--- src/cpu_pkg.sv ---
`default_nettype none

package cpu_pkg;

    // datapath sizes
    localparam int DATA_W   = 8;
    localparam int NUM_REGS = 4;
    localparam int ADDR_W   = 11;   // 3 bits from byte one, 8 from byte two

    typedef logic [DATA_W-1:0] data_t;
    typedef logic [1:0]        reg_idx_t;
    typedef logic [ADDR_W-1:0] addr_t;

    // base operation, inst[7:5]
    localparam logic [2:0] BASE_CTRL = 3'd0;
    localparam logic [2:0] BASE_ADD  = 3'd1;
    localparam logic [2:0] BASE_SUB  = 3'd2;
    localparam logic [2:0] BASE_AND  = 3'd3;
    localparam logic [2:0] BASE_OR   = 3'd4;
    localparam logic [2:0] BASE_XOR  = 3'd5;

    // alu byte: immediate follows when set
    localparam int IMM_BIT = 4;

    // control group, inst[4:3]
    localparam logic [1:0] CTRL_MISC = 2'd0;
    localparam logic [1:0] CTRL_JMP  = 2'd1;

    // misc group, inst[2:0]
    localparam logic [2:0] MISC_NOP      = 3'd0;
    localparam logic [2:0] MISC_HALT     = 3'd2;
    localparam logic [2:0] MISC_SET_BCZ  = 3'd3;
    localparam logic [2:0] MISC_SET_BCNZ = 3'd4;
    localparam logic [2:0] MISC_CLR_BC   = 3'd5;

    typedef enum logic [2:0] {
        EX_NOP,
        EX_ADD,
        EX_SUB,
        EX_AND,
        EX_OR,
        EX_XOR,
        EX_JMP
    } exec_op_e;

    // branch control bits of the control register
    typedef struct packed {
        logic bcz;
        logic bcnz;
    } bc_t;

    typedef struct packed {
        logic z;
        logic nz;
        logic ovf;   // carry on add, borrow on sub
    } flags_t;

    // one decoded operation, decode to execute
    typedef struct packed {
        logic     valid;
        exec_op_e op;
        reg_idx_t src0;
        reg_idx_t src1;
        reg_idx_t dst;
        logic     use_imm;
        data_t    imm;
        addr_t    target;
        bc_t      bc;      // control bits as seen by this jmp
    } dec_op_t;

    typedef struct packed {
        logic     valid;
        reg_idx_t dst;
        data_t    data;
        flags_t   flags;
    } wb_t;

    typedef struct packed {
        logic  valid;
        logic  taken;
        addr_t target;
    } branch_t;

endpackage

`default_nettype wire

--- src/inst_decode.sv ---
`timescale 1ns/1ps
`default_nettype none

module inst_decode (
    input  logic             clk,
    input  logic             reset_,
    input  logic             inst_valid,
    input  cpu_pkg::data_t   inst,
    output cpu_pkg::dec_op_t dec_op,
    output logic             halted
);
    import cpu_pkg::*;

    logic    accept;
    logic    pending;      // waiting for second byte
    logic    pend_nxt;
    data_t   first_q;      // first byte of a two-byte inst
    data_t   first_nxt;
    bc_t     bc_q;
    bc_t     bc_nxt;
    logic    halt_set;
    logic    bad_op;
    dec_op_t dec_nxt;

    // base field to alu operation, EX_NOP when not an alu base
    function automatic exec_op_e alu_op(input logic [2:0] base);
        case (base)
            BASE_ADD: return EX_ADD;
            BASE_SUB: return EX_SUB;
            BASE_AND: return EX_AND;
            BASE_OR:  return EX_OR;
            BASE_XOR: return EX_XOR;
            default:  return EX_NOP;
        endcase
    endfunction

    assign accept = inst_valid & ~halted;

    always_comb begin
        dec_nxt   = '0;
        pend_nxt  = pending;
        first_nxt = first_q;
        bc_nxt    = bc_q;
        halt_set  = 1'b0;
        bad_op    = 1'b0;

        if (accept) begin
            if (pending) begin
                // second byte completes jmp or alu immediate
                pend_nxt      = 1'b0;
                dec_nxt.valid = 1'b1;
                if (first_q[7:5] == BASE_CTRL) begin
                    dec_nxt.op     = EX_JMP;
                    dec_nxt.target = {first_q[2:0], inst};
                    dec_nxt.bc     = bc_q;   // program order snapshot
                end else begin
                    dec_nxt.op      = alu_op(first_q[7:5]);
                    dec_nxt.src0    = first_q[3:2];
                    dec_nxt.src1    = first_q[1:0];
                    dec_nxt.dst     = first_q[1:0];
                    dec_nxt.use_imm = 1'b1;
                    dec_nxt.imm     = inst;
                end
            end else if (inst[7:5] == BASE_CTRL) begin
                case (inst[4:3])
                    CTRL_MISC: begin
                        case (inst[2:0])
                            MISC_HALT:     halt_set    = 1'b1;
                            MISC_SET_BCZ:  bc_nxt.bcz  = 1'b1;
                            MISC_SET_BCNZ: bc_nxt.bcnz = 1'b1;
                            MISC_CLR_BC:   bc_nxt      = '0;
                            default:       bad_op      = (inst[2:0] != MISC_NOP);
                        endcase
                    end
                    CTRL_JMP: begin
                        pend_nxt  = 1'b1;
                        first_nxt = inst;
                    end
                    default: bad_op = 1'b1;
                endcase
            end else if (alu_op(inst[7:5]) != EX_NOP) begin
                if (inst[IMM_BIT]) begin
                    pend_nxt  = 1'b1;
                    first_nxt = inst;
                end else begin
                    dec_nxt.valid = 1'b1;
                    dec_nxt.op    = alu_op(inst[7:5]);
                    dec_nxt.src0  = inst[3:2];
                    dec_nxt.src1  = inst[1:0];
                    dec_nxt.dst   = inst[1:0];
                end
            end else begin
                bad_op = 1'b1;   // bases 6 and 7, run as nop
            end
        end
    end

    always_ff @(posedge clk) begin
        if (!reset_) begin
            pending <= 1'b0;
            bc_q    <= '0;
            halted  <= 1'b0;
            dec_op  <= '0;
        end else begin
            pending <= pend_nxt;
            bc_q    <= bc_nxt;
            halted  <= halted | halt_set;   // sticky
            dec_op  <= dec_nxt;
        end
    end

    // byte store, only meaningful while pending
    always_ff @(posedge clk) begin
        first_q <= first_nxt;
    end

    // unknown codes reach here only from a broken program
    a_no_bad_op: assert property (@(posedge clk) disable iff (!reset_)
        !bad_op)
        else $error("illegal instruction byte %02x accepted", inst);

endmodule

`default_nettype wire

--- src/alu_execute.sv ---
`timescale 1ns/1ps
`default_nettype none

module alu_execute (
    input  logic              clk,
    input  logic              reset_,
    input  cpu_pkg::dec_op_t  dec_op,
    output cpu_pkg::reg_idx_t rd_idx0,
    output cpu_pkg::reg_idx_t rd_idx1,
    input  cpu_pkg::data_t    rd_data0,
    input  cpu_pkg::data_t    rd_data1,
    input  cpu_pkg::flags_t   flags,
    output cpu_pkg::wb_t      exec_wb,
    output cpu_pkg::branch_t  exec_br
);
    import cpu_pkg::*;

    data_t           opnd_b;
    logic [DATA_W:0] full;   // extra bit holds carry or borrow
    data_t           res;
    logic            taken;

    assign rd_idx0 = dec_op.src0;
    assign rd_idx1 = dec_op.src1;

    assign opnd_b = dec_op.use_imm ? dec_op.imm : rd_data1;

    always_comb begin
        case (dec_op.op)
            EX_ADD:  full = {1'b0, rd_data0} + {1'b0, opnd_b};
            EX_SUB:  full = {1'b0, rd_data0} - {1'b0, opnd_b};
            EX_AND:  full = {1'b0, rd_data0 & opnd_b};
            EX_OR:   full = {1'b0, rd_data0 | opnd_b};
            EX_XOR:  full = {1'b0, rd_data0 ^ opnd_b};
            default: full = '0;
        endcase
    end

    assign res = full[DATA_W-1:0];

    // branch rule from control bits and current flags
    always_comb begin
        case ({dec_op.bc.bcz, dec_op.bc.bcnz})
            2'b11:   taken = flags.ovf;
            2'b10:   taken = flags.z;
            2'b01:   taken = flags.nz;
            default: taken = 1'b1;   // unconditional
        endcase
    end

    always_ff @(posedge clk) begin
        if (!reset_) begin
            exec_wb <= '0;
            exec_br <= '0;
        end else begin
            exec_wb.valid     <= dec_op.valid && (dec_op.op != EX_JMP);
            exec_wb.dst       <= dec_op.dst;
            exec_wb.data      <= res;
            exec_wb.flags.z   <= (res == '0);
            exec_wb.flags.nz  <= (res != '0);
            exec_wb.flags.ovf <= full[DATA_W];   // zero for logic ops
            exec_br.valid     <= dec_op.valid && (dec_op.op == EX_JMP);
            exec_br.taken     <= taken;
            exec_br.target    <= dec_op.target;
        end
    end

    a_one_result: assert property (@(posedge clk) disable iff (!reset_)
        !(exec_wb.valid && exec_br.valid))
        else $error("write-back and branch issued together");

    // decode must drop nop instead of issuing it
    a_no_nop_issue: assert property (@(posedge clk) disable iff (!reset_)
        dec_op.valid |-> dec_op.op != EX_NOP)
        else $error("nop issued to execute");

endmodule

`default_nettype wire

--- src/reg_result.sv ---
`timescale 1ns/1ps
`default_nettype none

module reg_result (
    input  logic              clk,
    input  logic              reset_,
    input  cpu_pkg::wb_t      exec_wb,
    input  cpu_pkg::branch_t  exec_br,
    input  cpu_pkg::reg_idx_t rd_idx0,
    input  cpu_pkg::reg_idx_t rd_idx1,
    output cpu_pkg::data_t    rd_data0,
    output cpu_pkg::data_t    rd_data1,
    output cpu_pkg::flags_t   flags,
    output cpu_pkg::wb_t      wb,
    output cpu_pkg::branch_t  branch
);
    import cpu_pkg::*;

    data_t  regs [NUM_REGS];
    flags_t sr_q;            // status register

    // pending write-back wins over stored state
    assign rd_data0 = (exec_wb.valid && exec_wb.dst == rd_idx0) ? exec_wb.data
                                                                 : regs[rd_idx0];
    assign rd_data1 = (exec_wb.valid && exec_wb.dst == rd_idx1) ? exec_wb.data
                                                                 : regs[rd_idx1];
    assign flags    = exec_wb.valid ? exec_wb.flags : sr_q;

    always_ff @(posedge clk) begin
        if (!reset_) begin
            for (int i = 0; i < NUM_REGS; i++) begin
                regs[i] <= '0;
            end
            sr_q <= '0;
        end else if (exec_wb.valid) begin
            regs[exec_wb.dst] <= exec_wb.data;
            sr_q              <= exec_wb.flags;
        end
    end

    // committed results out, same edge as the commit
    always_ff @(posedge clk) begin
        if (!reset_) begin
            wb     <= '0;
            branch <= '0;
        end else begin
            wb     <= exec_wb;
            branch <= exec_br;
        end
    end

endmodule

`default_nettype wire

--- src/cpu_core.sv ---
`timescale 1ns/1ps
`default_nettype none

module cpu_core (
    input  logic             clk,
    input  logic             reset_,
    input  logic             inst_valid,
    input  cpu_pkg::data_t   inst,
    output cpu_pkg::wb_t     wb,
    output cpu_pkg::branch_t branch,
    output logic             halted
);
    import cpu_pkg::*;

    dec_op_t  dec_op;
    wb_t      exec_wb;
    branch_t  exec_br;
    reg_idx_t rd_idx0;
    reg_idx_t rd_idx1;
    data_t    rd_data0;
    data_t    rd_data1;
    flags_t   flags;

    inst_decode inst_decode_inst (
        .clk        (clk),
        .reset_     (reset_),
        .inst_valid (inst_valid),
        .inst       (inst),
        .dec_op     (dec_op),
        .halted     (halted)
    );

    alu_execute alu_execute_inst (
        .clk      (clk),
        .reset_   (reset_),
        .dec_op   (dec_op),
        .rd_idx0  (rd_idx0),
        .rd_idx1  (rd_idx1),
        .rd_data0 (rd_data0),
        .rd_data1 (rd_data1),
        .flags    (flags),      // forwarded status
        .exec_wb  (exec_wb),
        .exec_br  (exec_br)
    );

    reg_result reg_result_inst (
        .clk      (clk),
        .reset_   (reset_),
        .exec_wb  (exec_wb),
        .exec_br  (exec_br),
        .rd_idx0  (rd_idx0),
        .rd_idx1  (rd_idx1),
        .rd_data0 (rd_data0),
        .rd_data1 (rd_data1),
        .flags    (flags),
        .wb       (wb),
        .branch   (branch)
    );

endmodule

`default_nettype wire

--- config.mk ---
export PLATFORM = sky130hd
export DESIGN_NAME = cpu_core
export DESIGN_NICKNAME = d
export VERILOG_FILES = /design/src/cpu_pkg.sv /design/src/inst_decode.sv /design/src/alu_execute.sv /design/src/reg_result.sv /design/src/cpu_core.sv
export SDC_FILE = /design/constraint.sdc
export NUM_CORES = 1
export LEC_CHECK = 0
export BUFFER_PORTS_ARGS = -buffer_cell sky130_fd_sc_hd__buf_2
export CAP_MARGIN = 30
export CORE_MARGIN = 2
export CORE_UTILIZATION = 60
export CTS_CLUSTER_DIAMETER = 60
export DETAILED_ROUTE_END_ITERATION = 10
export MAX_ROUTING_LAYER = met4
export PLACE_DENSITY = 0.81
export SKIP_CTS_REPAIR_TIMING = 1
export SYNTH_ARGS = -nofsm -noshare
export SYNTH_HDL_FRONTEND = slang
export SYNTH_SLANG_ARGS = --single-unit
--- constraint.sdc ---
create_clock -name clk -period 7.13 [get_ports clk]
set_input_delay 0 -clock clk [delete_from_list [all_inputs] [get_ports clk]]
set_output_delay 0 -clock clk [all_outputs]
set_load 0.005 [all_outputs]
==> flow_summary.html, run 1 <==
<table>
<tr><th>Metric</th><th>Value</th></tr>
<tr><th colspan="2">Timing</th></tr>
<tr><td>Max Clock Freq</td><td>225.4 MHz</td></tr>
<tr><td>Setup violators final</td><td>0</td></tr>
<tr><td>Summed negative setup slack over all endpoints</td><td>0 ns</td></tr>
<tr><td>Number of hold violations in the final report</td><td>0</td></tr>
<tr><td>Final slew viol count</td><td>0</td></tr>
<tr><td>Unrepaired setup endpoints after global routing</td><td>false</td></tr>
<tr><td>Final critical-path required period</td><td>4.437 ns</td></tr>
<tr><td>Worst-case clock skew</td><td>0.008499 ns</td></tr>
<tr><td>Worst slew pin tran</td><td>0.8693 ns</td></tr>
<tr><td>Slew headroom</td><td>41.60%</td></tr>
<tr><td>Portion of the clock cycle consumed by the worst path in the final layout</td><td>62.24%</td></tr>
<tr><th colspan="2">Status</th></tr>
<tr><td>Result of the run</td><td>complete, no violations</td></tr>
<tr><th colspan="2">Die</th></tr>
<tr><td>Boundary pin count</td><td>39</td></tr>
<tr><td>Placeable Area</td><td>9729 sq um</td></tr>
<tr><td>Die footprint</td><td>10820 sq um</td></tr>
<tr><td>Row count</td><td>36</td></tr>
<tr><td>Horizontal extent of the die</td><td>104.0 microns</td></tr>
<tr><td>Starting density of the core</td><td>61.66%</td></tr>
<tr><td>Y dimension of the die</td><td>104.0 microns</td></tr>
<tr><th colspan="2">Clock tree</th></tr>
<tr><td>Clk slew on worst S/H paths</td><td>0.06 ns</td></tr>
<tr><td>Maximum count of clock buffers along a single path</td><td>2</td></tr>
<tr><td>Clock tree from TritonCTS</td><td>done</td></tr>
<tr><td>Worst-skew pair later-pin latency</td><td>0.53 ns</td></tr>
<tr><td>Clock Sinks</td><td>130</td></tr>
<tr><td>Number of clock buffers inserted by TritonCTS</td><td>17</td></tr>
<tr><td>H-tree depth</td><td>4</td></tr>
<tr><td>Root Driver</td><td>clkbuf_8</td></tr>
<tr><th colspan="2">Worst setup path</th></tr>
<tr><td>Endpoint class of the critical path</td><td>register</td></tr>
<tr><td>Data arrival time of the critical path</td><td>4.84 ns</td></tr>
<tr><td>Largest driver fanout on the critical path</td><td>11</td></tr>
<tr><td>Crit path largest cell delay</td><td>0.73 ns</td></tr>
<tr><td>Worst path slowest cell</td><td>dfxtp_1</td></tr>
<tr><td>Path depth of the worst reg2reg path</td><td>13</td></tr>
<tr><td>Crit-path cells</td><td>mux4_1, o311a_1, a311o_1, inv_1, ha_1, mux2_2, fa_1, nor2b_1, o2111ai_1, a21oi_1, nor3_1, and4_1, or4b_1</td></tr>
<tr><td>Minimum setup slack among reg-to-reg paths</td><td>2.69 ns</td></tr>
<tr><td>Data required, critical path</td><td>7.54 ns</td></tr>
<tr><td>Crit Path Category</td><td>register to register</td></tr>
<tr><td>Element type at the critical path start</td><td>register</td></tr>
<tr><th colspan="2">Synthesis</th></tr>
<tr><td>Number of flops mapped to enable cells by yosys</td><td>39</td></tr>
<tr><td>Commonest cells in the synthesized netlist</td><td>dfxtp_1 (91), and2_1 (69), nor2_1 (45), edfxtp_1 (39), inv_1 (32)</td></tr>
<tr><td>Most area-consuming cells after synthesis</td><td>dfxtp_1 (30%), edfxtp_1 (20%), and2_1 (7.2%), ha_1 (5.0%), mux4_2 (4.1%)</td></tr>
<tr><td>Most repeated cell in the gate-level netlist after synthesis</td><td>dfxtp_1</td></tr>
<tr><td>Register bit total from synthesis</td><td>130</td></tr>
<tr><td>Synthesized instance count</td><td>552</td></tr>
<tr><td>Number of warnings printed during yosys synthesis</td><td>0</td></tr>
<tr><td>Per-instance average area after synthesis</td><td>10.87 sq um</td></tr>
<tr><td>Area leader, netlist</td><td>dfxtp_1</td></tr>
<tr><td>Library cells used by synthesis</td><td>72</td></tr>
<tr><td>Syn_nets</td><td>588</td></tr>
<tr><td>Top_reg_cell synth</td><td>dfxtp_1</td></tr>
<tr><td>Sequential fraction of the synthesis area</td><td>49.89%</td></tr>
<tr><td>Fraction of registers with async set/reset</td><td>0%</td></tr>
<tr><td>Proportion of netlist area held by the largest area contributor</td><td>30.36%</td></tr>
<tr><td>Area of the mapped netlist</td><td>6000 sq um</td></tr>
<tr><th colspan="2">Cells and area</th></tr>
<tr><td>Final antenna diode count</td><td>0</td></tr>
<tr><td>Fill cell count</td><td>676</td></tr>
<tr><td>Footprint of the flip-flops and latches</td><td>2993 sq um</td></tr>
<tr><td>Layout area overhead</td><td>16.06%</td></tr>
<tr><td>Area used by multi-input combinational logic</td><td>2759 sq um</td></tr>
<tr><td>Layout cell share with drive strength beyond 1</td><td>16.64%</td></tr>
<tr><td>Nets@finish</td><td>636</td></tr>
<tr><td>Final standard cell count with taps included and fillers excluded</td><td>746</td></tr>
<tr><th colspan="2">Detailed routing</th></tr>
<tr><td>Number of detailed-routing iterations run before antenna repair</td><td>5</td></tr>
<tr><td>Total wirelength of the detailed-routed design</td><td>13.88 mm</td></tr>
<tr><td>Remaining antenna violation count after routing</td><td>0</td></tr>
<tr><td>Wire length per cell</td><td>18.60 microns</td></tr>
<tr><td>Number of violations reported at the end of detailed-routing iteration 0</td><td>406</td></tr>
<tr><td>Vias</td><td>4405</td></tr>
<tr><td>Post-route DRC violation count</td><td>0</td></tr>
<tr><td>Vias per inst</td><td>5.905</td></tr>
<tr><th colspan="2">Power and ir drop</th></tr>
<tr><td>Maximum VDD drop</td><td>0.1622 mV</td></tr>
<tr><td>Cell leakage power</td><td>3.007 nW</td></tr>
<tr><td>Power Density</td><td>265.4 nW/um^2</td></tr>
<tr><th colspan="2">Worst hold path</th></tr>
<tr><td>Worst hold path class</td><td>input pin to register</td></tr>
<tr><td>Worst Hold Depth</td><td>3</td></tr>
<tr><th colspan="2">Place</th></tr>
<tr><td>IO buf count</td><td>38</td></tr>
<tr><td>Post-placement cell count</td><td>705</td></tr>
<tr><td>Last weighted congestion value of the routability-driven placer</td><td>0.9745</td></tr>
<tr><td>Placed wire-length estimate</td><td>9.676 mm</td></tr>
<tr><th colspan="2">GRT</th></tr>
<tr><td>Total overflow reported by the global router</td><td>0</td></tr>
<tr><td>Maximum number of pins on one net before global-route repair</td><td>54</td></tr>
<tr><td>First-pass GRT wire length</td><td>22.29 mm</td></tr>
<tr><td>Global-route total usage across every layer</td><td>27.63%</td></tr>
<tr><td>Number of global-route vias before repair</td><td>4199</td></tr>
<tr><td>Antenna violations before repair</td><td>0</td></tr>
<tr><th colspan="2">Run</th></tr>
<tr><td>Number of maximum-capacitance violations</td><td>0</td></tr>
</table>
## critical path, delay by kind of cell, from the launching register on
| family | cells | cell delay, ns |
|---|---|---|
| compound gates | 4 | 0.94 |
| fa+ha+maj | 2 | 0.67 |
| buf+inv | 1 | 0.12 |
| flops | 1 | 0.73 |
| mux | 2 | 0.92 |
| simple gates | 4 | 0.93 |
## path summary, 6_finish.rpt
kind | from | end
min | reset_ | alu_execute_inst.exec_wb[1]
max | alu_execute_inst.rd_idx1[0] | alu_execute_inst.exec_wb[0]
min reg2reg | alu_execute_inst.exec_br[5] | reg_result_inst.branch[5]
max reg2reg | alu_execute_inst.rd_idx1[0] | alu_execute_inst.exec_wb[0]
## cells in the final DEF, fill, tap and decap left out, drive strengths merged, types with 9 or more instances in the layout
cell	count
dfxtp	91
dlygate4sd3	9
xnor2	11
clkbuf	20
edfxtp	39
o21ai	9
nand2	31
a21oi	25
buf	43
inv	39
mux2i	11
nor2	45
mux4	16
and2	70
ha	24
nor3	13
## state kept, by name, indices dropped and copies added (netlist names), 3 cells and up
register                  cells
reg_result_inst.regs         32
inst_decode_inst.dec_op      26
alu_execute_inst.exec_wb     14
reg_result_inst.wb           14
alu_execute_inst.exec_br     13
reg_result_inst.branch       13
inst_decode_inst.first_q      7
reg_result_inst.sr_q          3
## layout make-up
cell class                 instances  area share (%)
clock buffer                      20           6.559
clock inverter                    12           2.066
inverter                          35           1.887
multi-input combinational        364           39.62
sequential                       130           42.98
tap                              133           2.390
timing repair buffer              52           4.492
## layer usage
layer	vias to the layer above	part of all wire, %	GRT usage [%]	routed length [microns]
met5	-	0	-	0
met4	0	3.0	11.49	420
met3	34	7.8	6.454	1081
met2	226	48	41.68	6621
met1	2087	41	36.12	5753
li1	2058	-	-	-
## report_power, final
group / switching, mW / total, mW / internal, mW
sequential: 0.0197 / 0.800 / 0.781
combinational: 0.104 / 0.179 / 0.0752
clock: 0.334 / 0.869 / 0.535
## through the flow
step                      hold WS [ns]  power [mW]  utilization (%)  setup slack [ns]  cell area, sq um
final                          0.05961       1.848            71.57             2.693              6963
after global routing           0.07011       1.906            71.57             2.463              6963
after CTS                      -0.2989       1.848            70.64             2.709              6873
after detailed placement        0.2540      0.9858            64.47             2.682              6272
after global placement          0.2516      0.9805            64.36             2.842              6262
after floorplan                0.09887      0.9383                -             3.245              6000
## logic make-up after synthesis
logic type,count (synthesis),synth area share [%]
xor gates and xnor gates,17,2.732
buffers and inverters,58,4.129
DFF,130,49.89
AOI/OAI and AO/OA,91,11.05
and+or+nand+nor,201,18.14
adders and majority gates,25,5.339
muxes,30,8.718
No activity file was read; power rests on OpenSTA's default activity.
==> run 2: changes to the inputs <==
--- a/config.mk
+++ b/config.mk
@@ -8,11 +8,11 @@
 export BUFFER_PORTS_ARGS = -buffer_cell sky130_fd_sc_hd__buf_2
 export CAP_MARGIN = 30
 export CORE_MARGIN = 2
-export CORE_UTILIZATION = 60
+export CORE_UTILIZATION = 54
 export CTS_CLUSTER_DIAMETER = 60
 export DETAILED_ROUTE_END_ITERATION = 10
 export MAX_ROUTING_LAYER = met4
-export PLACE_DENSITY = 0.81
+export PLACE_DENSITY = 0.77
 export SKIP_CTS_REPAIR_TIMING = 1
 export SYNTH_ARGS = -nofsm -noshare
 export SYNTH_HDL_FRONTEND = slang
==> constraint.sdc (replaced) <==
create_clock -name clk -period 3.74 [get_ports clk]
set_input_delay 0 -clock clk [delete_from_list [all_inputs] [get_ports clk]]
set_output_delay 0 -clock clk [all_outputs]
set_load 0.005 [all_outputs]
==> flow_summary.html, run 2 (synthesis results as in run 1) <==
<table>
<tr><th>Metric</th><th>Value</th></tr>
<tr><th colspan="2">Timing</th></tr>
<tr><td>Summed negative setup slack over all endpoints</td><td>0 ns</td></tr>
<tr><td>Worst slew pin tran</td><td>0.8692 ns</td></tr>
<tr><td>Final critical-path required period</td><td>3.699 ns</td></tr>
<tr><td>Final slew viol count</td><td>0</td></tr>
<tr><td>Worst-case clock skew</td><td>0.009886 ns</td></tr>
<tr><td>Unrepaired setup endpoints after global routing</td><td>true</td></tr>
<tr><td>Final worst slack</td><td>0.04117 ns</td></tr>
<tr><td>Max Clock Freq</td><td>270.4 MHz</td></tr>
<tr><td>Slew headroom</td><td>41.61%</td></tr>
<tr><td>Setup violators final</td><td>0</td></tr>
<tr><td>Portion of the clock cycle consumed by the worst path in the final layout</td><td>98.90%</td></tr>
<tr><td>Number of hold violations in the final report</td><td>0</td></tr>
<tr><th colspan="2">Cells and area</th></tr>
<tr><td>Final antenna diode count</td><td>0</td></tr>
<tr><td>Most common library cell in the layout ignoring fill and taps</td><td>dfxtp_1</td></tr>
<tr><td>Nets@finish</td><td>668</td></tr>
<tr><td>Layout cell share with drive strength beyond 1</td><td>23.26%</td></tr>
<tr><td>Max FFs per register</td><td>32</td></tr>
<tr><td>Commonest non-fill, non-tap cells in the layout</td><td>dfxtp_1 (89), and2_1 (69), nor2_1 (43)</td></tr>
<tr><td>Final standard cell utilization of the core</td><td>66.76%</td></tr>
<tr><td>Final standard cell count with taps included and fillers excluded</td><td>785</td></tr>
<tr><td>Largest Register</td><td>reg_result_inst.regs</td></tr>
<tr><td>Largest registers</td><td>reg_result_inst.regs (32), inst_decode_inst.dec_op (26)</td></tr>
<tr><td>Finished Cell Area</td><td>7237 sq um</td></tr>
<tr><td>Layout area overhead</td><td>20.63%</td></tr>
<tr><th colspan="2">Detailed routing</th></tr>
<tr><td>Vias per inst</td><td>5.647</td></tr>
<tr><td>Number of detailed-routing iterations run before antenna repair</td><td>5</td></tr>
<tr><td>Vias</td><td>4433</td></tr>
<tr><td>Wire length per cell</td><td>18.24 microns</td></tr>
<tr><td>Total wirelength of the detailed-routed design</td><td>14.32 mm</td></tr>
<tr><td>Number of violations reported at the end of detailed-routing iteration 0</td><td>376</td></tr>
<tr><td>Remaining antenna violation count after routing</td><td>0</td></tr>
<tr><td>Post-route DRC violation count</td><td>0</td></tr>
<tr><th colspan="2">Power and ir drop</th></tr>
<tr><td>Clock power frac</td><td>44.6%</td></tr>
<tr><td>Combinational Power Share</td><td>11.7%</td></tr>
<tr><td>Maximum VDD drop</td><td>0.3226 mV</td></tr>
<tr><td>Int Power</td><td>2.602 mW</td></tr>
<tr><td>Relative contribution of sequential cells to total power</td><td>43.7%</td></tr>
<tr><td>Sw power</td><td>0.8662 mW</td></tr>
<tr><td>Power Density</td><td>479.3 nW/um^2</td></tr>
<tr><td>Sw Ratio</td><td>24.97%</td></tr>
<tr><td>Cell leakage power</td><td>3.155 nW</td></tr>
<tr><th colspan="2">Place</th></tr>
<tr><td>Placed Instance Area</td><td>6524 sq um</td></tr>
<tr><td>Post-placement cell count</td><td>741</td></tr>
<tr><td>Setup slack after placement</td><td>-0.05410 ns</td></tr>
<tr><td>Last weighted congestion value of the routability-driven placer</td><td>0.9734</td></tr>
<tr><td>Placed wire-length estimate</td><td>10.06 mm</td></tr>
<tr><td>IO buf count</td><td>38</td></tr>
<tr><th colspan="2">Worst setup path</th></tr>
<tr><td>Path depth of the worst reg2reg path</td><td>13</td></tr>
<tr><td>Crit Path Category</td><td>register to register</td></tr>
<tr><td>Data required, critical path</td><td>4.14 ns</td></tr>
<tr><td>Data arrival time of the critical path</td><td>4.10 ns</td></tr>
<tr><td>Largest driver fanout on the critical path</td><td>3</td></tr>
<tr><td>Minimum setup slack among reg-to-reg paths</td><td>0.04 ns</td></tr>
<tr><td>Element type at the critical path start</td><td>register</td></tr>
<tr><td>Endpoint class of the critical path</td><td>register</td></tr>
<tr><td>Worst flop-to-flop path endpoint</td><td>alu_execute_inst.exec_wb[0]</td></tr>
<tr><td>Startpoint of the most critical register-to-register path</td><td>reg_result_inst.regs[3][1]</td></tr>
<tr><td>Crit path to</td><td>alu_execute_inst.exec_wb[0]</td></tr>
<tr><td>Crit path from</td><td>reg_result_inst.regs[3][1]</td></tr>
<tr><th colspan="2">Worst hold path</th></tr>
<tr><td>Worst Hold Depth</td><td>2</td></tr>
<tr><td>Worst hold path class</td><td>input pin to register</td></tr>
<tr><th colspan="2">GRT</th></tr>
<tr><td>First-pass GRT wire length</td><td>22.56 mm</td></tr>
<tr><td>Total overflow reported by the global router</td><td>0</td></tr>
<tr><td>Number of global-route vias before repair</td><td>4177</td></tr>
<tr><td>Maximum number of pins on one net before global-route repair</td><td>30</td></tr>
<tr><td>Global-route total usage across every layer</td><td>26.23%</td></tr>
<tr><td>Antenna violations before repair</td><td>0</td></tr>
<tr><th colspan="2">Clock tree</th></tr>
<tr><td>H-tree depth</td><td>4</td></tr>
<tr><td>Clock Sinks</td><td>130</td></tr>
<tr><td>Clk slew on worst S/H paths</td><td>0.06 ns</td></tr>
<tr><td>Root Driver</td><td>clkbuf_8</td></tr>
<tr><td>Maximum count of clock buffers along a single path</td><td>2</td></tr>
<tr><td>Worst-skew pair later-pin latency</td><td>0.53 ns</td></tr>
<tr><td>Number of clock buffers inserted by TritonCTS</td><td>17</td></tr>
<tr><td>Clock tree from TritonCTS</td><td>done</td></tr>
<tr><th colspan="2">Die</th></tr>
<tr><td>Placeable Area</td><td>10840 sq um</td></tr>
<tr><td>Die footprint</td><td>11970 sq um</td></tr>
<tr><td>Horizontal extent of the die</td><td>109.4 microns</td></tr>
<tr><td>Row count</td><td>38</td></tr>
<tr><td>Starting density of the core</td><td>55.34%</td></tr>
<tr><td>Boundary pin count</td><td>39</td></tr>
<tr><td>Y dimension of the die</td><td>109.4 microns</td></tr>
<tr><th colspan="2">Run</th></tr>
<tr><td>Number of maximum-capacitance violations</td><td>0</td></tr>
<tr><th colspan="2">Status</th></tr>
<tr><td>Result of the run</td><td>complete, no violations</td></tr>
</table>
[run 2: cell count changes in the layout (fill, tap and decap cells not counted), sizes merged]
cell / delta
buf: +31
clkinv: +2
clkbuf: +2
clkinvlp: -1
bufinv: -2
inv: -1
dlygate4sd3: +1
[run 2: routing by layer]
metal | vias to the layer above | share of wire [%] | wire, microns | global-route usage, %
met5 | - | 0 | 0 | -
met4 | 0 | 1.0 | 144 | 7.957
met3 | 15 | 5.9 | 846 | 5.157
met2 | 156 | 48 | 6878 | 40.92
met1 | 2140 | 45 | 6454 | 34.78
li1 | 2122 | - | - | -
[run 2: how the worst min path moves through the flow]
stage                 start                     endpoint
detailed placement  inst[0]  inst_decode_inst.first_q[0]
global placement    inst[0]  inst_decode_inst.first_q[0]
finish              inst[0]  inst_decode_inst.first_q[0]
CTS                 inst[0]  inst_decode_inst.first_q[0]
floorplan           inst[0]  inst_decode_inst.first_q[0]
global route        inst[0]  inst_decode_inst.first_q[0]
[run 2: critical path, stage by stage, from the launching register on]
cell and delay, ns:
edfxtp_1 0.39, mux4_2 0.48, o311a_1 0.14, a311o_1 0.36, inv_2 0.09, ha_4 0.19, mux2_4 0.28, fa_2 0.38
nor2b_2 0.15, o2111ai_2 0.16, a21oi_2 0.26, nor3_2 0.06, and4_1 0.14, or4b_1 0.50
[run 2: cell type report]
class / count / area (sq um)
Sequential cell: 130 / 2998
Tap cell: 140 / 175.2
Timing Repair Buffer: 84 / 558.0
Inverter: 35 / 131.4
Multi-Input combinational cell: 364 / 2810
Fill cell: 831 / 3603
Clock inverter: 10 / 67.56
Clock buffer: 22 / 496.7
[run 2: stage by stage]
step / hold WS, ns / total power [mW]
after floorplan: 0.09887 / 1.798
after global placement: 0.2379 / 1.915
after detailed placement: 0.2474 / 1.926
after CTS: -0.2914 / 3.458
after global routing: 0.2649 / 3.580
final: 0.2736 / 3.469
[run 2: power groups by stage]
stage	sequential [mW]	combinational (mW)	clock, mW
floorplan	1.53	0.266	0
global placement	1.54	0.372	0
detailed placement	1.55	0.381	0
CTS	1.52	0.384	1.56
global route	1.52	0.451	1.61
finish	1.52	0.407	1.55
==> run 3: changes to the inputs <==
--- a/config.mk
+++ b/config.mk
@@ -7,7 +7,7 @@
 export LEC_CHECK = 0
 export BUFFER_PORTS_ARGS = -buffer_cell sky130_fd_sc_hd__buf_2
 export CAP_MARGIN = 30
-export CORE_MARGIN = 2
+export CORE_MARGIN = 5
 export CORE_UTILIZATION = 54
 export CTS_CLUSTER_DIAMETER = 60
 export DETAILED_ROUTE_END_ITERATION = 10
==> flow_summary.html, run 3 (synthesis results as in run 1) <==
<table>
<tr><th>Metric</th><th>Value</th></tr>
<tr><th colspan="2">Status</th></tr>
<tr><td>Result of the run</td><td>finished with violations</td></tr>
<tr><td>Failing checks</td><td>setup timing</td></tr>
<tr><th colspan="2">Cells and area</th></tr>
<tr><td>Final antenna diode count</td><td>0</td></tr>
<tr><td>Largest registers</td><td>reg_result_inst.regs (32), inst_decode_inst.dec_op (26)</td></tr>
<tr><td>Final standard cell utilization of the core</td><td>67.55%</td></tr>
<tr><td>Commonest non-fill, non-tap cells in the layout</td><td>dfxtp_1 (89), and2_1 (69), nor2_1 (42)</td></tr>
<tr><td>Layout cell share with drive strength beyond 1</td><td>23.99%</td></tr>
<tr><td>Most common library cell in the layout ignoring fill and taps</td><td>dfxtp_1</td></tr>
<tr><td>Fill cell count</td><td>750</td></tr>
<tr><td>Area used by multi-input combinational logic</td><td>2904 sq um</td></tr>
<tr><td>Layout area overhead</td><td>22.59%</td></tr>
<tr><td>Max FFs per register</td><td>32</td></tr>
<tr><td>Largest Register</td><td>reg_result_inst.regs</td></tr>
<tr><td>Nets@finish</td><td>665</td></tr>
<tr><td>Footprint of the flip-flops and latches</td><td>2998 sq um</td></tr>
<tr><th colspan="2">GRT</th></tr>
<tr><td>First-pass GRT wire length</td><td>23.14 mm</td></tr>
<tr><td>Antenna violations before repair</td><td>0</td></tr>
<tr><td>Maximum number of pins on one net before global-route repair</td><td>53</td></tr>
<tr><td>Number of global-route vias before repair</td><td>4475</td></tr>
<tr><td>Global-route total usage across every layer</td><td>23.37%</td></tr>
<tr><td>Total overflow reported by the global router</td><td>0</td></tr>
<tr><th colspan="2">Worst setup path</th></tr>
<tr><td>Worst path slowest cell</td><td>mux4_2</td></tr>
<tr><td>Element type at the critical path start</td><td>register</td></tr>
<tr><td>Crit path largest cell delay</td><td>0.50 ns</td></tr>
<tr><td>Path depth of the worst reg2reg path</td><td>13</td></tr>
<tr><td>Data arrival time of the critical path</td><td>4.20 ns</td></tr>
<tr><td>Crit-path cells</td><td>mux4_2, o311a_1, a311o_1, inv_2, ha_4, mux2_4, fa_2, nor2b_4, o2111ai_4, a21oi_4, nor3_2, and4_1, or4b_1</td></tr>
<tr><td>Data required, critical path</td><td>4.13 ns</td></tr>
<tr><td>Startpoint of the most critical register-to-register path</td><td>reg_result_inst.regs[2][0]</td></tr>
<tr><td>Critical path buffers and inverters</td><td>1</td></tr>
<tr><td>Worst flop-to-flop path endpoint</td><td>alu_execute_inst.exec_wb[0]</td></tr>
<tr><td>Endpoint class of the critical path</td><td>register</td></tr>
<tr><td>Family of cells with the greatest summed delay on the critical path</td><td>simple AND/OR/NAND/NOR gates</td></tr>
<tr><td>Largest driver fanout on the critical path</td><td>3</td></tr>
<tr><td>Crit Path Category</td><td>register to register</td></tr>
<tr><td>Minimum setup slack among reg-to-reg paths</td><td>-0.07 ns</td></tr>
<tr><td>Crit path from</td><td>reg_result_inst.regs[2][0]</td></tr>
<tr><th colspan="2">Clock tree</th></tr>
<tr><td>Number of clock buffers inserted by TritonCTS</td><td>17</td></tr>
<tr><td>Maximum count of clock buffers along a single path</td><td>2</td></tr>
<tr><td>Clock Sinks</td><td>130</td></tr>
<tr><td>Root Driver</td><td>clkbuf_8</td></tr>
<tr><td>Clock tree from TritonCTS</td><td>done</td></tr>
<tr><td>Worst-skew pair later-pin latency</td><td>0.52 ns</td></tr>
<tr><td>H-tree depth</td><td>4</td></tr>
<tr><td>Clk slew on worst S/H paths</td><td>0.06 ns</td></tr>
<tr><th colspan="2">Power and ir drop</th></tr>
<tr><td>Maximum VDD drop</td><td>0.3386 mV</td></tr>
<tr><td>Power Density</td><td>488.0 nW/um^2</td></tr>
<tr><td>Sw power</td><td>0.8624 mW</td></tr>
<tr><td>Clock power frac</td><td>45.8%</td></tr>
<tr><td>Relative contribution of sequential cells to total power</td><td>42.3%</td></tr>
<tr><td>Cell leakage power</td><td>3.163 nW</td></tr>
<tr><td>Sw Ratio</td><td>24.03%</td></tr>
<tr><td>Int Power</td><td>2.726 mW</td></tr>
<tr><td>Combinational Power Share</td><td>11.9%</td></tr>
<tr><th colspan="2">Die</th></tr>
<tr><td>Y dimension of the die</td><td>115.4 microns</td></tr>
<tr><td>Horizontal extent of the die</td><td>115.4 microns</td></tr>
<tr><td>Die footprint</td><td>13320 sq um</td></tr>
<tr><td>Row count</td><td>38</td></tr>
<tr><td>Placeable Area</td><td>10890 sq um</td></tr>
<tr><td>Boundary pin count</td><td>39</td></tr>
<tr><td>Starting density of the core</td><td>55.10%</td></tr>
<tr><th colspan="2">Timing</th></tr>
<tr><td>Max Clock Freq</td><td>262.3 MHz</td></tr>
<tr><td>Final slew viol count</td><td>0</td></tr>
<tr><td>Final worst slack</td><td>-0.07189 ns</td></tr>
<tr><td>Worst slew pin tran</td><td>1.077 ns</td></tr>
<tr><td>Summed negative setup slack over all endpoints</td><td>-0.07189 ns</td></tr>
<tr><td>Worst-case clock skew</td><td>0.008126 ns</td></tr>
<tr><td>Final critical-path required period</td><td>3.812 ns</td></tr>
<tr><td>Number of hold violations in the final report</td><td>0</td></tr>
<tr><td>Portion of the clock cycle consumed by the worst path in the final layout</td><td>101.9%</td></tr>
<tr><td>Unrepaired setup endpoints after global routing</td><td>true</td></tr>
<tr><td>Slew headroom</td><td>28.07%</td></tr>
<tr><td>Setup violators final</td><td>1</td></tr>
<tr><th colspan="2">Detailed routing</th></tr>
<tr><td>Total wirelength of the detailed-routed design</td><td>14.51 mm</td></tr>
<tr><td>Remaining antenna violation count after routing</td><td>0</td></tr>
<tr><td>Vias per inst</td><td>5.752</td></tr>
<tr><td>Number of violations reported at the end of detailed-routing iteration 0</td><td>339</td></tr>
<tr><td>Number of detailed-routing iterations run before antenna repair</td><td>5</td></tr>
<tr><td>Vias</td><td>4498</td></tr>
<tr><td>Post-route DRC violation count</td><td>0</td></tr>
<tr><td>Wire length per cell</td><td>18.56 microns</td></tr>
<tr><th colspan="2">Place</th></tr>
<tr><td>Last weighted congestion value of the routability-driven placer</td><td>0.9652</td></tr>
<tr><td>IO buf count</td><td>38</td></tr>
<tr><td>Placed wire-length estimate</td><td>10.20 mm</td></tr>
<tr><th colspan="2">Worst hold path</th></tr>
<tr><td>WHS Endpoint</td><td>inst_decode_inst.first_q[0]</td></tr>
<tr><td>Worst Hold Depth</td><td>2</td></tr>
<tr><td>Hold wc startpoint</td><td>inst[0]</td></tr>
<tr><td>Worst hold path class</td><td>input pin to register</td></tr>
<tr><th colspan="2">Run</th></tr>
<tr><td>Number of maximum-capacitance violations</td><td>0</td></tr>
</table>
## run 3: cell types whose count changed in the layout (fill, tap and decap cells not counted), sizes merged
cell / before / now
buf: 74 / 71
clkinv: 7 / 6
bufinv: 0 / 2
inv: 38 / 37
## run 3: area by class of cell
class                   count  share of cell area (%)
clock inverters            10                   1.599
flip-flops and latches    130                   40.76
clock buffers              22                   6.601
repair buffers             81                   7.383
well taps                 140                   2.382
inverters                  35                   1.786
multi-input cells         364                   39.49
## run 3: stage by stage
| stage | hold slack, ns | instance area [sq um] | power [mW] | std cells | worst slack [ns] |
|---|---|---|---|---|---|
| floorplan | 0.09887 | 6022 | 1.798 | 552 | 0.01486 |
| global placement | 0.2382 | 6466 | 1.897 | 733 | 0.06488 |
| detailed placement | 0.2421 | 6471 | 1.913 | 734 | -0.1242 |
| CTS | -0.2983 | 7074 | 3.543 | 766 | -0.1537 |
| global route | 0.2663 | 7355 | 3.714 | 782 | -0.1724 |
| finish | 0.2706 | 7355 | 3.589 | 782 | -0.07189 |
## run 3: worst max-delay path by stage
| stage | to | slack, ns | cells past startpoint |
|---|---|---|---|
| after floorplan | alu_execute_inst.exec_wb[0] | 0.01 | 14 |
| after global placement | alu_execute_inst.exec_wb[0] | 0.06 | 13 |
| after detailed placement | alu_execute_inst.exec_wb[0] | -0.12 | 13 |
| after CTS | alu_execute_inst.exec_wb[0] | -0.15 | 13 |
| after global routing | alu_execute_inst.exec_wb[0] | -0.17 | 14 |
| final | alu_execute_inst.exec_wb[0] | -0.07 | 13 |
## run 3: power by group through the flow
stage / Clock [mW] / Sequential [mW] / Combinational [mW]
6_report: 1.64 / 1.52 / 0.428
3_5_place_dp: 0 / 1.55 / 0.367
5_1_grt: 1.73 / 1.52 / 0.468
3_3_place_gp: 0 / 1.54 / 0.352
2_1_floorplan: 0 / 1.53 / 0.266
4_1_cts: 1.66 / 1.52 / 0.369
## run 3: metal layers
metal | up-vias | share of wire, % | global-route usage [%]
met2 | 207 | 48 | 36.54
met4 | 0 | 3.1 | 9.311
met3 | 40 | 7.9 | 5.895
li1 | 2117 | - | -
met5 | - | 0 | -
met1 | 2134 | 41 | 29.16
